===== src/verilog/resp_consts.svh =====
/*
  Response subsystem constants
  Widths of the host bus response fields, the tag table depth
  and the parity sense of the response tag
*/
`ifndef RESP_CONSTS_SVH
`define RESP_CONSTS_SVH

// Response tag and table depth
`define TAG_BITS 8
`define TAG_ENTRIES (1 << `TAG_BITS)

// Response payload fields
`define CREDIT_BITS 9
`define RESP_CODE_BITS 8

// Error vector, checker part excludes the unknown tag bit
`define ERR_BITS 8
`define CHECK_ERR_BITS (`ERR_BITS - 1)

// Tag plus parity bit holds an odd number of ones
`define ODD_PARITY 1'b1

`endif


===== src/verilog/psl_pkg.sv =====
/*
  Host bus side types
  Response codes returned by the coherent bus and the bit
  positions of the response error vector
*/
`include "resp_consts.svh"

package psl_pkg;

  ////////////////////////////////////////
  // Response codes
  ////////////////////////////////////////

  // Codes outside this list count as FAILED
  typedef enum logic [`RESP_CODE_BITS-1:0] {
    RESP_DONE    = 8'd0,
    RESP_AERROR  = 8'd1,
    RESP_DERROR  = 8'd3,
    RESP_NLOCK   = 8'd4,
    RESP_NRES    = 8'd5,
    RESP_FLUSHED = 8'd6,
    RESP_FAULT   = 8'd7,
    RESP_FAILED  = 8'd8,
    RESP_PAGED   = 8'd10
  } resp_code_t;

  ////////////////////////////////////////
  // Error vector bit positions
  ////////////////////////////////////////

  typedef enum logic [2:0] {
    ERR_FAILED      = 3'd0,
    ERR_PAGED       = 3'd1,
    ERR_FAULT       = 3'd2,
    ERR_NLOCK_NRES  = 3'd3,
    ERR_DERROR      = 3'd4,
    ERR_AERROR      = 3'd5,
    ERR_TAG_PARITY  = 3'd6,
    ERR_UNKNOWN_TAG = 3'd7
  } err_bit_e;

endpackage


===== src/verilog/afu_pkg.sv =====
/*
  Function unit side types
  Command types issued by the unit and the state of each
  tag slot in the outstanding command table
*/
package afu_pkg;

  ////////////////////////////////////////
  // Command types
  ////////////////////////////////////////

  // CMD_NONE marks a tag with no command on record
  typedef enum logic [2:0] {
    CMD_NONE           = 3'd0,
    CMD_READ           = 3'd1,
    CMD_WRITE          = 3'd2,
    CMD_WED            = 3'd3,
    CMD_RESTART        = 3'd4,
    CMD_PREFETCH_READ  = 3'd5,
    CMD_PREFETCH_WRITE = 3'd6
  } cmd_type_t;

  ////////////////////////////////////////
  // Tag slot state
  ////////////////////////////////////////

  typedef enum logic {
    SLOT_FREE = 1'b0,
    SLOT_BUSY = 1'b1
  } slot_state_t;

endpackage


===== src/verilog/resp_ifs.sv =====
/*
  Response subsystem interfaces
  Raw response from the host bus, tag table lookup result
  and checker result, each with its producer and consumer views
*/
`timescale 1ns/1ps
`include "resp_consts.svh"

// Response as sampled from the host bus
interface resp_bus_if;
  logic                        valid;
  logic [`TAG_BITS-1:0]        tag;
  logic                        tag_parity;
  logic [`RESP_CODE_BITS-1:0]  code;
  logic [`CREDIT_BITS-1:0]     credits;

  modport checker_side (input valid, input tag, input tag_parity, input code, input credits);
  // Table only needs to know which tag came back
  modport table_side (input valid, input tag);
endinterface

// Stored command type for the returned tag, one cycle later
interface tag_lookup_if import afu_pkg::*; ();
  logic                 valid;
  logic [`TAG_BITS-1:0] tag;
  cmd_type_t            cmd_type;
  logic                 unknown;

  modport table_side (output valid, output tag, output cmd_type, output unknown);
  modport router (input valid, input tag, input cmd_type, input unknown);
endinterface

// Registered response with parity and code error bits
interface resp_check_if;
  logic                        valid;
  logic [`TAG_BITS-1:0]        tag;
  logic [`RESP_CODE_BITS-1:0]  code;
  logic [`CREDIT_BITS-1:0]     credits;
  logic [`CHECK_ERR_BITS-1:0]  errors;

  modport checker_side (output valid, output tag, output code, output credits, output errors);
  modport router (input valid, input tag, input code, input credits, input errors);
endinterface


===== src/verilog/tag_table.sv =====
/*
  Outstanding command table
  Keeps the command type of every issued tag, looks it up when
  the response returns and frees the slot. Result is registered
  one cycle after the response
*/
`timescale 1ns/1ps
`include "resp_consts.svh"

module tag_table import afu_pkg::*; (
  input  logic                 clock,
  input  logic                 rstn,
  input  logic                 cmd_issue,
  input  logic [`TAG_BITS-1:0] cmd_tag,
  input  cmd_type_t            cmd_type,
  resp_bus_if.table_side       bus,
  tag_lookup_if.table_side     lookup
);

  slot_state_t slot_state [`TAG_ENTRIES];
  cmd_type_t   slot_type  [`TAG_ENTRIES];

  ////////////////////////////////////////
  // Slot state
  ////////////////////////////////////////

  // Release first so a new issue on the same edge wins
  always_ff @(posedge clock or negedge rstn) begin
    if (!rstn) begin
      for (int i = 0; i < `TAG_ENTRIES; i++) begin
        slot_state[i] <= SLOT_FREE;
      end
    end else begin
      if (bus.valid) begin
        slot_state[bus.tag] <= SLOT_FREE;
      end
      if (cmd_issue) begin
        slot_state[cmd_tag] <= SLOT_BUSY;
      end
    end
  end

  // Command type store
  always_ff @(posedge clock) begin
    if (cmd_issue) begin
      slot_type[cmd_tag] <= cmd_type;
    end
  end

  ////////////////////////////////////////
  // Lookup result
  ////////////////////////////////////////

  always_ff @(posedge clock or negedge rstn) begin
    if (!rstn) begin
      lookup.valid <= 1'b0;
    end else begin
      lookup.valid <= bus.valid;
    end
  end

  // FREE slot means no command is on record for this tag
  always_ff @(posedge clock) begin
    if (bus.valid) begin
      lookup.tag <= bus.tag;
      if (slot_state[bus.tag] == SLOT_BUSY) begin
        lookup.cmd_type <= slot_type[bus.tag];
        lookup.unknown  <= 1'b0;
      end else begin
        lookup.cmd_type <= CMD_NONE;
        lookup.unknown  <= 1'b1;
      end
    end
  end

endmodule


===== src/verilog/response_checker.sv =====
/*
  Response checker
  Checks the odd parity of the response tag and sorts the
  response code into error bits. One register stage, aligned
  with the tag table lookup
*/
`timescale 1ns/1ps
`include "resp_consts.svh"

module response_checker import psl_pkg::*; (
  input  logic               clock,
  input  logic               rstn,
  resp_bus_if.checker_side   bus,
  resp_check_if.checker_side check
);

  logic                       parity_calc;
  logic                       parity_error;
  logic [`CHECK_ERR_BITS-1:0] code_errs;

  ////////////////////////////////////////
  // Response code classification
  ////////////////////////////////////////

  function automatic logic [`CHECK_ERR_BITS-1:0] code_errors(
    input logic [`RESP_CODE_BITS-1:0] code
  );
    logic [`CHECK_ERR_BITS-1:0] errs;
    errs = '0;
    case (code)
      RESP_DONE,
      RESP_FLUSHED: begin
        // Normal completion
        errs = '0;
      end
      RESP_AERROR: errs[ERR_AERROR]     = 1'b1;
      RESP_DERROR: errs[ERR_DERROR]     = 1'b1;
      RESP_NLOCK,
      RESP_NRES:   errs[ERR_NLOCK_NRES] = 1'b1;
      RESP_FAULT:  errs[ERR_FAULT]      = 1'b1;
      RESP_PAGED:  errs[ERR_PAGED]      = 1'b1;
      RESP_FAILED: errs[ERR_FAILED]     = 1'b1;
      // Undefined codes are treated as failed
      default:     errs[ERR_FAILED]     = 1'b1;
    endcase
    return errs;
  endfunction

  ////////////////////////////////////////
  // Tag parity
  ////////////////////////////////////////

  // Parity bit that makes tag plus parity odd
  assign parity_calc  = (^bus.tag) ^ `ODD_PARITY;
  assign parity_error = parity_calc ^ bus.tag_parity;

  always_comb begin
    code_errs                 = code_errors(bus.code);
    code_errs[ERR_TAG_PARITY] = parity_error;
  end

  ////////////////////////////////////////
  // Result register
  ////////////////////////////////////////

  always_ff @(posedge clock or negedge rstn) begin
    if (!rstn) begin
      check.valid <= 1'b0;
    end else begin
      check.valid <= bus.valid;
    end
  end

  always_ff @(posedge clock) begin
    if (bus.valid) begin
      check.tag     <= bus.tag;
      check.code    <= bus.code;
      check.credits <= bus.credits;
      check.errors  <= code_errs;
    end
  end

endmodule


===== src/verilog/response_router.sv =====
/*
  Response router
  Combines the tag lookup and the checker result into one pulse
  per command class, a registered response payload and the error
  vector. Everything is gated by the registered enable
*/
`timescale 1ns/1ps
`include "resp_consts.svh"

module response_router import psl_pkg::*, afu_pkg::*; (
  input  logic                        clock,
  input  logic                        rstn,
  input  logic                        enabled_in,
  tag_lookup_if.router                lookup,
  resp_check_if.router                check,
  output logic                        read_response,
  output logic                        write_response,
  output logic                        wed_response,
  output logic                        restart_response,
  output logic                        prefetch_read_response,
  output logic                        prefetch_write_response,
  output logic                        resp_out_valid,
  output logic [`TAG_BITS-1:0]        resp_out_tag,
  output logic [`RESP_CODE_BITS-1:0]  resp_out_code,
  output logic [`CREDIT_BITS-1:0]     resp_out_credits,
  output cmd_type_t                   resp_out_cmd_type,
  output logic [`ERR_BITS-1:0]        resp_error
);

  logic                 enabled;
  logic                 route;
  logic [5:0]           class_hit;
  logic [`ERR_BITS-1:0] err_vec;

  ////////////////////////////////////////
  // Enable register
  ////////////////////////////////////////

  always_ff @(posedge clock or negedge rstn) begin
    if (!rstn) begin
      enabled <= 1'b0;
    end else begin
      enabled <= enabled_in;
    end
  end

  assign route = enabled & check.valid;

  ////////////////////////////////////////
  // Class select and error vector
  ////////////////////////////////////////

  // Bit order is read, write, wed, restart, prefetch read, prefetch write
  always_comb begin
    class_hit = 6'b000000;
    case (lookup.cmd_type)
      CMD_READ:           class_hit[0] = 1'b1;
      CMD_WRITE:          class_hit[1] = 1'b1;
      CMD_WED:            class_hit[2] = 1'b1;
      CMD_RESTART:        class_hit[3] = 1'b1;
      CMD_PREFETCH_READ:  class_hit[4] = 1'b1;
      CMD_PREFETCH_WRITE: class_hit[5] = 1'b1;
      default:            class_hit    = 6'b000000;
    endcase
  end

  always_comb begin
    err_vec                     = '0;
    err_vec[ERR_TAG_PARITY:0]   = check.errors;
    err_vec[ERR_UNKNOWN_TAG]    = lookup.unknown;
  end

  ////////////////////////////////////////
  // Output register
  ////////////////////////////////////////

  // Outputs last one cycle and clear when nothing is routed
  always_ff @(posedge clock or negedge rstn) begin
    if (!rstn) begin
      {prefetch_write_response, prefetch_read_response, restart_response,
       wed_response, write_response, read_response} <= 6'b000000;
      resp_out_valid    <= 1'b0;
      resp_out_tag      <= '0;
      resp_out_code     <= '0;
      resp_out_credits  <= '0;
      resp_out_cmd_type <= CMD_NONE;
      resp_error        <= '0;
    end else if (route) begin
      {prefetch_write_response, prefetch_read_response, restart_response,
       wed_response, write_response, read_response} <= class_hit;
      resp_out_valid    <= 1'b1;
      resp_out_tag      <= check.tag;
      resp_out_code     <= check.code;
      resp_out_credits  <= check.credits;
      resp_out_cmd_type <= lookup.cmd_type;
      resp_error        <= err_vec;
    end else begin
      {prefetch_write_response, prefetch_read_response, restart_response,
       wed_response, write_response, read_response} <= 6'b000000;
      resp_out_valid    <= 1'b0;
      resp_out_tag      <= '0;
      resp_out_code     <= '0;
      resp_out_credits  <= '0;
      resp_out_cmd_type <= CMD_NONE;
      resp_error        <= '0;
    end
  end

endmodule


===== src/verilog/response_top.sv =====
/*
  Response subsystem top level
  Plain host bus and command issue ports in, routed class pulses,
  payload and error vector out. Two cycles from response to output
*/
`timescale 1ns/1ps
`include "resp_consts.svh"

module response_top import afu_pkg::*; (
  input  logic                        clock,
  input  logic                        rstn,
  input  logic                        enabled_in,
  // Command issue strobe
  input  logic                        cmd_issue,
  input  logic [`TAG_BITS-1:0]        cmd_tag,
  input  cmd_type_t                   cmd_type,
  // Host bus response
  input  logic                        resp_valid,
  input  logic [`TAG_BITS-1:0]        resp_tag,
  input  logic                        resp_tag_parity,
  input  logic [`RESP_CODE_BITS-1:0]  resp_code,
  input  logic [`CREDIT_BITS-1:0]     resp_credits,
  // Routed result
  output logic                        read_response,
  output logic                        write_response,
  output logic                        wed_response,
  output logic                        restart_response,
  output logic                        prefetch_read_response,
  output logic                        prefetch_write_response,
  output logic                        resp_out_valid,
  output logic [`TAG_BITS-1:0]        resp_out_tag,
  output logic [`RESP_CODE_BITS-1:0]  resp_out_code,
  output logic [`CREDIT_BITS-1:0]     resp_out_credits,
  output cmd_type_t                   resp_out_cmd_type,
  output logic [`ERR_BITS-1:0]        resp_error
);

  resp_bus_if   u_bus ();
  tag_lookup_if u_lookup ();
  resp_check_if u_check ();

  // Host bus into the shared response interface
  assign u_bus.valid      = resp_valid;
  assign u_bus.tag        = resp_tag;
  assign u_bus.tag_parity = resp_tag_parity;
  assign u_bus.code       = resp_code;
  assign u_bus.credits    = resp_credits;

  ////////////////////////////////////////
  // Stage 1 table lookup and check
  ////////////////////////////////////////

  tag_table u_tag_table (
    .clock     (clock),
    .rstn      (rstn),
    .cmd_issue (cmd_issue),
    .cmd_tag   (cmd_tag),
    .cmd_type  (cmd_type),
    .bus       (u_bus.table_side),
    .lookup    (u_lookup.table_side)
  );

  response_checker u_response_checker (
    .clock (clock),
    .rstn  (rstn),
    .bus   (u_bus.checker_side),
    .check (u_check.checker_side)
  );

  ////////////////////////////////////////
  // Stage 2 routing
  ////////////////////////////////////////

  response_router u_response_router (
    .clock                   (clock),
    .rstn                    (rstn),
    .enabled_in              (enabled_in),
    .lookup                  (u_lookup.router),
    .check                   (u_check.router),
    .read_response           (read_response),
    .write_response          (write_response),
    .wed_response            (wed_response),
    .restart_response        (restart_response),
    .prefetch_read_response  (prefetch_read_response),
    .prefetch_write_response (prefetch_write_response),
    .resp_out_valid          (resp_out_valid),
    .resp_out_tag            (resp_out_tag),
    .resp_out_code           (resp_out_code),
    .resp_out_credits        (resp_out_credits),
    .resp_out_cmd_type       (resp_out_cmd_type),
    .resp_error              (resp_error)
  );

endmodule


===== config.mk =====
export PLATFORM = sky130hd
export DESIGN_NAME = response_top
export DESIGN_NICKNAME = d
export VERILOG_FILES = /design/src/verilog/psl_pkg.sv /design/src/verilog/afu_pkg.sv /design/src/verilog/resp_ifs.sv /design/src/verilog/tag_table.sv /design/src/verilog/response_checker.sv /design/src/verilog/response_router.sv /design/src/verilog/response_top.sv
export VERILOG_INCLUDE_DIRS = /design/src /design/src/verilog
export SDC_FILE = /design/constraint.sdc
export NUM_CORES = 1
export LEC_CHECK = 0
export BUFFER_PORTS_ARGS = -buffer_cell sky130_fd_sc_hd__buf_2
export CAP_MARGIN = 20
export CORE_ASPECT_RATIO = 0.7
export CORE_MARGIN = 10
export CORE_UTILIZATION = 55
export CTS_CLUSTER_DIAMETER = 150
export DETAILED_ROUTE_END_ITERATION = 16
export PLACE_DENSITY = 0.71
export RECOVER_POWER = 50
export SKIP_CTS_REPAIR_TIMING = 1
export SLEW_MARGIN = 20
export SYNTH_ARGS = -nofsm -noshare
export SYNTH_HDL_FRONTEND = slang
export SYNTH_SLANG_ARGS = --single-unit

===== constraint.sdc =====
create_clock -name clock -period 5.51 [get_ports clock]
set_input_delay 0.2755 -clock clock [delete_from_list [all_inputs] [get_ports clock]]
set_output_delay 0.2755 -clock clock [all_outputs]
set_load 0.02 [all_outputs]

==> results_dict.tcl, run 1 <==
set metrics [dict create \
    met2_usage 0.373 \
    grtUsageTotal 0.262 \
    die_w_um 364 \
    synth-edff-count 804 \
    cts-root-buf "clkbuf_16" \
    ant_nets 0 \
    end_kind "register" \
    grt-busiest-layer "met1" \
    cp_slowest_stage_delay_ns 1.44 \
    cp_slowest_cell "clkbuf_1" \
    async_flop_share 0.272 \
    grtUsageMet3 0.0913 \
    yosysUniqueCellTypes 57 \
    total_power_mw 17.3 \
    ys_top_cells_by_count "804 x edfxtp_1, 507 x o21ai_0, 301 x dfrtp_1" \
    muxShareOfSynthArea 0.128 \
    rows 88 \
    antenna_found_initial 4 \
    synth-simple-area-share 0.0533 \
    dieArea_um2 94800 \
    final_cells 4201 \
    grt_pass1_wl_mm 185 \
    worst-path-max-fanout 34 \
    synth_nets 3070 \
    relSlewSlack -1.18 \
    grtUsageMet1 0.377 \
    synth_most_common_cell "edfxtp_1" \
    fill_cells 5835 \
    synthFlopType "edfxtp_1" \
    port_buffers 84 \
    fin_nets 3099 \
    finalHoldViolCount 0 \
    drtIter0Drc 4745 \
    clock_latency_ns 0.68 \
    netlist_area_um2 45500 \
    dr.pass1.iters 7 \
    cp.required_ns 6.06 \
    synth_largest_area_cell "edfxtp_1" \
    worstMarginPinSlew_ns 3.27 \
    dp_hpwl_mm 75.1 \
    avgRoutedWirePerCell_um 30.0 \
    critPathKind "input pin to register" \
    final_layout_size_suffix_gt1_frac 0.150 \
    critPathLaunchType "input pin" \
    crit_arrival_ns 4.96 \
    pin_count 85 \
    cts.clk_slew.worst_paths_ns 0.07 \
    synth_top_family_by_area "multiplexers" \
    numCtsBuffers 97 \
    fmax_mhz 227 \
    hold_path_class "input pin to async pin" \
    drt-total-wl_mm 126 \
    synth.top_cell.area_share 0.531 \
    reg2reg_depth 6 \
    ys_warn_count 0 \
    htreeDepth 3 \
    drc 0 \
    drv_slew 662 \
    gp_congestion 0.893 \
    core_um2 82200 \
    vias 28900 \
    synth_seq_area_share 0.696 \
    skew_ns 0.0236 \
    clock-sinks 1105 \
    rsz0062_at_grt "no" \
    synth_area_leaders "edfxtp_1 53%, dfrtp_1 17%, mux4_2 8.3%, o21ai_0 5.6%, mux2i_1 4.0%" \
    vdd_drop_max_uv 269 \
    synth_cells 3012 \
    period_needed_ns 4.41 \
    finalCritPeriodShare 0.800 \
    cts.path.max_buffers 3 \
    via_per_inst 6.88 \
    final.setup.tns_ns 0 \
    synthAdderAreaFrac 0.00440 \
    status "finished, violations left" \
    area_growth_pct 10.1 \
    start_util 0.553 \
    setup_viol 0 \
    violations "capacitance limit, slew limit" \
    place_inst 4002 \
    syn_area_per_cell_um2 15.1 \
    powerDensity_nw_per_um2 346 \
    ys_ff_latch 1105 \
    cts_tree "done" \
    overflow 0 \
    worstPathCellList "clkbuf_1, inv_2, buf_4, o221ai_1, o22ai_1, o21ai_0, nand3_1, nor4_1, o21a_1" \
    fp.dieH_um 261 \
    drv_cap 14 \
    synthXorXnorAreaFrac 0.000770 \
    grt_max_degree 209 \
    first_global_vias 28300 \
    p_leak_nw 17.7 \
    synth-compound-area-share 0.0898 \
]
## final timing paths
path,start,endpoint,slack [ns]
max,resp_tag[4],u_tag_table.lookup.cmd_type[0],1.10
min,rstn,u_tag_table.slot_state[251],0.13
max reg2reg,u_tag_table.slot_state[36],u_tag_table.lookup.cmd_type[2],2.92
min reg2reg,u_response_checker.check.credits[3],u_response_router.resp_out_credits[3],0.47
max in group asynchronous,rstn,u_tag_table.slot_state[109],3.92
min in group clock,cmd_type[2],u_tag_table.slot_type[243][2],0.16
## worst max-delay path: cells and delay by family
kind / cells / cell delay, ns
compound gates: 4 / 1.15
simple gates: 2 / 0.76
buf+inv: 3 / 2.71
## through the flow
stage	util	cell area, µm²	worst slack [ns]	hold slack, ns
4_1_cts	0.608	50000	2.53	-0.450
5_1_grt	0.609	50100	1.22	0.174
6_report	0.609	50100	1.10	0.130
3_3_place_gp	0.568	46700	1.89	0.254
2_1_floorplan	-	45500	3.12	-0.0201
3_5_place_dp	0.568	46700	1.85	0.261
## final cells by class
class / instances / area, µm² / area share
Tap cell: 1080 / 1350 / 0.0270
Clock buffer: 126 / 2710 / 0.0541
Inverter: 11 / 41.3 / 0.000824
Antenna cell: 3 / 7.51 / 0.000150
Timing Repair Buffer: 166 / 1120 / 0.0224
Multi-Input combinational cell: 1660 / 12600 / 0.252
Clock inverter: 50 / 538 / 0.0107
Sequential cell: 1105 / 31700 / 0.632
## cell usage in the layout, fill, tap and decap left out, drive strengths merged, types with 4 or more instances in the layout
cell type    netlist  final
a31oi              9      9
buf               61    117
o21a               4      4
nor3b              4      4
o21ai            507    507
o22ai             29     29
and2               4      4
nor4               6      6
a21o              17     17
a21oi             41     41
nor2             297    297
nor2b             10     10
a32oi              5      5
dlygate4sd3        0     20
clkinvlp           0      7
nand3             48     48
dfrtp            301    301
ha                16     16
nand2            109    109
inv               10     14
mux2               5      5
edfxtp           804    804
mux4             175    175
nand2b             4      4
mux2i            182    182
bufinv             0      9
a22oi             11     11
clkbuf           175    155
o221ai            78     78
nor3              30     30
and3              35     35
nand4              8      8
clkinv             1     31
## logic make-up after synthesis
family / Yosys count
flops: 1105
compound gates: 716
xor+xnor: 4
fa+ha+maj: 16
buf+inv: 247
simple gates: 562
mux: 362
## power by group
group | switching (mW) | total (mW) | internal [mW] | leakage, nW
sequential | 0.103 | 9.25 | 9.15 | 11.3
clock | 3.04 | 6.94 | 3.90 | 1.59
combinational | 0.765 | 1.15 | 0.388 | 4.82
## flip-flops by register name (all words and copies together), names as in the netlist, 3 cells and up
signal,flops
u_response_router.resp_out_tag,8
u_response_checker.check.errors,7
u_response_checker.check.credits,9
u_response_router.resp_out_credits,9
u_response_router.resp_out_cmd_type,3
u_response_router.resp_out_code,8
u_response_checker.check.code,8
u_response_checker.check.tag,8
u_response_router.resp_error,8
u_tag_table.lookup.cmd_type,3
u_tag_table.slot_state,256
u_tag_table.slot_type,768
## metal layers
metal / vias to the layer above / wire, µm
li1: 11700 / -
met1: 14700 / 49100
met2: 2184 / 53900
met3: 347 / 18400
met4: 2 / 4380
met5: - / 40
(Power assumes the default switching activity.)
==> run 2, diff against run 1 <==
Clock period 5.51 ns to 4.1 ns, I/O delays scaled along.
==> run 2 against run 1 <==
The run still ends with capacitance limit, slew limit left; clock skew up 0.014 ns; highest routed layer is now met4; flip-flop and latch count unchanged; critical path type unchanged; clock power up 35%; non-clock buffer count up 43; setup slack worse by 0.48 ns; via count unchanged; worst hold slack worse by 0.079 ns; power up 35%.
==> results_dict.tcl, run 2 (synthesis results as in run 1) <==
set metrics [dict create \
    clockPowerShare 0.400 \
    final.setup.tns_ns 0 \
    p_leak_nw 18.0 \
    rows 88 \
    status "finished, violations left" \
    hold_slack_ns 0.0509 \
    grtUsageMet1 0.385 \
    drc 0 \
    finalCritPeriodShare 0.847 \
    period_needed_ns 3.47 \
    drv_slew 1014 \
    fmax_mhz 288 \
    cts.clk_slew.worst_paths_ns 0.07 \
    first_global_vias 28300 \
    reg.largest.list "u_tag_table.slot_type x768, u_tag_table.slot_state x256" \
    core_um2 82200 \
    critPathLaunchType "input pin" \
    p_sw_frac 0.224 \
    cp_slowest_stage_delay_ns 1.64 \
    grtUsageMet3 0.0876 \
    drv_cap 19 \
    comb_power_share 0.067 \
    clock_latency_ns 0.69 \
    fp.dieH_um 261 \
    vias 28900 \
    seqPwrFrac 0.533 \
    avgRoutedWirePerCell_um 29.9 \
    final_cell_mix "804 x edfxtp_1, 507 x o21ai_0, 301 x dfrtp_1" \
    fill_cells 5903 \
    ant_nets 0 \
    fin_nets 3142 \
    grt-busiest-layer "met1" \
    port_buffers 84 \
    relSlewSlack -1.20 \
    numCtsBuffers 97 \
    cts-root-buf "clkbuf_16" \
    cp_slowest_cell "clkbuf_2" \
    pin_count 85 \
    setup_viol 0 \
    worst-path-max-fanout 70 \
    hold_path_class "input pin to async pin" \
    antenna_found_initial 8 \
    cts.path.max_buffers 3 \
    cts_tree "done" \
    cp_common_cell "o21ai_0" \
    grt_pass1_wl_mm 188 \
    vdd_drop_max_uv 313 \
    area_growth_pct 10.9 \
    dp_hpwl_mm 77.6 \
    via_per_inst 6.80 \
    die_w_um 364 \
    final_area_um2 50400 \
    skew_ns 0.0373 \
    drtIter0Drc 4689 \
    htreeDepth 3 \
    start_util 0.553 \
    worstMarginPinSlew_ns 3.30 \
    critPathKind "input pin to register" \
    grtUsageTotal 0.265 \
    top_register "u_tag_table.slot_type" \
    violations "capacitance limit, slew limit" \
    dr.pass1.iters 8 \
    switchingPower_mw 5.22 \
    crit_arrival_ns 4.03 \
    finalHoldViolCount 0 \
    overflow 0 \
    p_int_mw 18.1 \
    met2_usage 0.376 \
    dieArea_um2 94800 \
    grt_max_degree 145 \
    cp.required_ns 4.66 \
    largest_reg_flops 768 \
    drt-total-wl_mm 127 \
    layout_commonest_cell "edfxtp_1" \
    powerDensity_nw_per_um2 463 \
    dpl_cell_area_um2 47100 \
    end_kind "register" \
    gp_congestion 0.912 \
    final_layout_size_suffix_gt1_frac 0.156 \
    worstPathCellList "buf_6, clkbuf_2, mux4_2, o22ai_1, o21ai_0, o21ai_0, nor3_1, o21a_1" \
    clock-sinks 1105 \
    rsz0062_at_grt "no" \
]
[run 2: cell count changes in the layout (fill, tap and decap cells not counted), sizes merged]
cell and delta:
dlygate4sd3 +1, inv -2, clkinvlp -5, clkbuf +18, clkinv +2, diode +2
bufinv +1, buf +35
[run 2: area by class of cell]
cell class,instances,area (µm²),area share
Clock inverter,46,518,0.0103
Inverter,11,41.3,0.000818
Sequential cell,1105,31700,0.628
Timing Repair Buffer,209,1480,0.0294
Antenna cell,5,12.5,0.000248
Multi-Input combinational cell,1660,12600,0.250
Tap cell,1080,1350,0.0268
Clock buffer,137,2730,0.0541
[run 2: final timing paths]
path	start	end	slack, ns	cells past startpoint
max	resp_tag[1]	u_tag_table.lookup.cmd_type[2]	0.63	8
min	rstn	u_tag_table.slot_state[242]	0.05	2
max reg2reg	u_tag_table.slot_state[116]	u_tag_table.lookup.cmd_type[2]	1.41	7
min reg2reg	u_response_checker.check.tag[3]	u_response_router.resp_out_tag[3]	0.47	1
max in group asynchronous	rstn	u_tag_table.slot_state[12]	1.14	3
min in group clock	resp_tag[0]	u_response_checker.check.tag[0]	0.09	1
[run 2: worst max-delay path: cells and delay by family]
kind / cells / cell delay, ns
buf+inv: 2 / 1.92
compound gates: 4 / 0.96
mux: 1 / 0.51
simple gates: 1 / 0.37
[run 2: through the flow]
stage	utilization	power, mW	setup WS [ns]	std cells
detailed placement	0.573	14.2	0.854	4044
CTS	0.612	23.4	1.53	4227
global placement	0.573	14.1	0.891	4044
finish	0.613	23.4	0.626	4253
floorplan	-	13.5	1.78	3012
global route	0.613	24.0	0.608	4251
[run 2: power groups by stage]
stage / Sequential (mW) / Clock [mW] / Combinational (mW)
after floorplan: 12.6 / 0 / 0.890
after global placement: 12.6 / 0 / 1.49
after detailed placement: 12.6 / 0 / 1.54
after CTS: 12.4 / 9.40 / 1.54
after global routing: 12.5 / 9.89 / 1.68
final: 12.4 / 9.34 / 1.58
[run 2: layer usage]
metal / routed length (µm) / share of wire
met5: 0 / 0
met4: 4610 / 0.036
met3: 18100 / 0.14
met2: 54100 / 0.43
met1: 50300 / 0.40
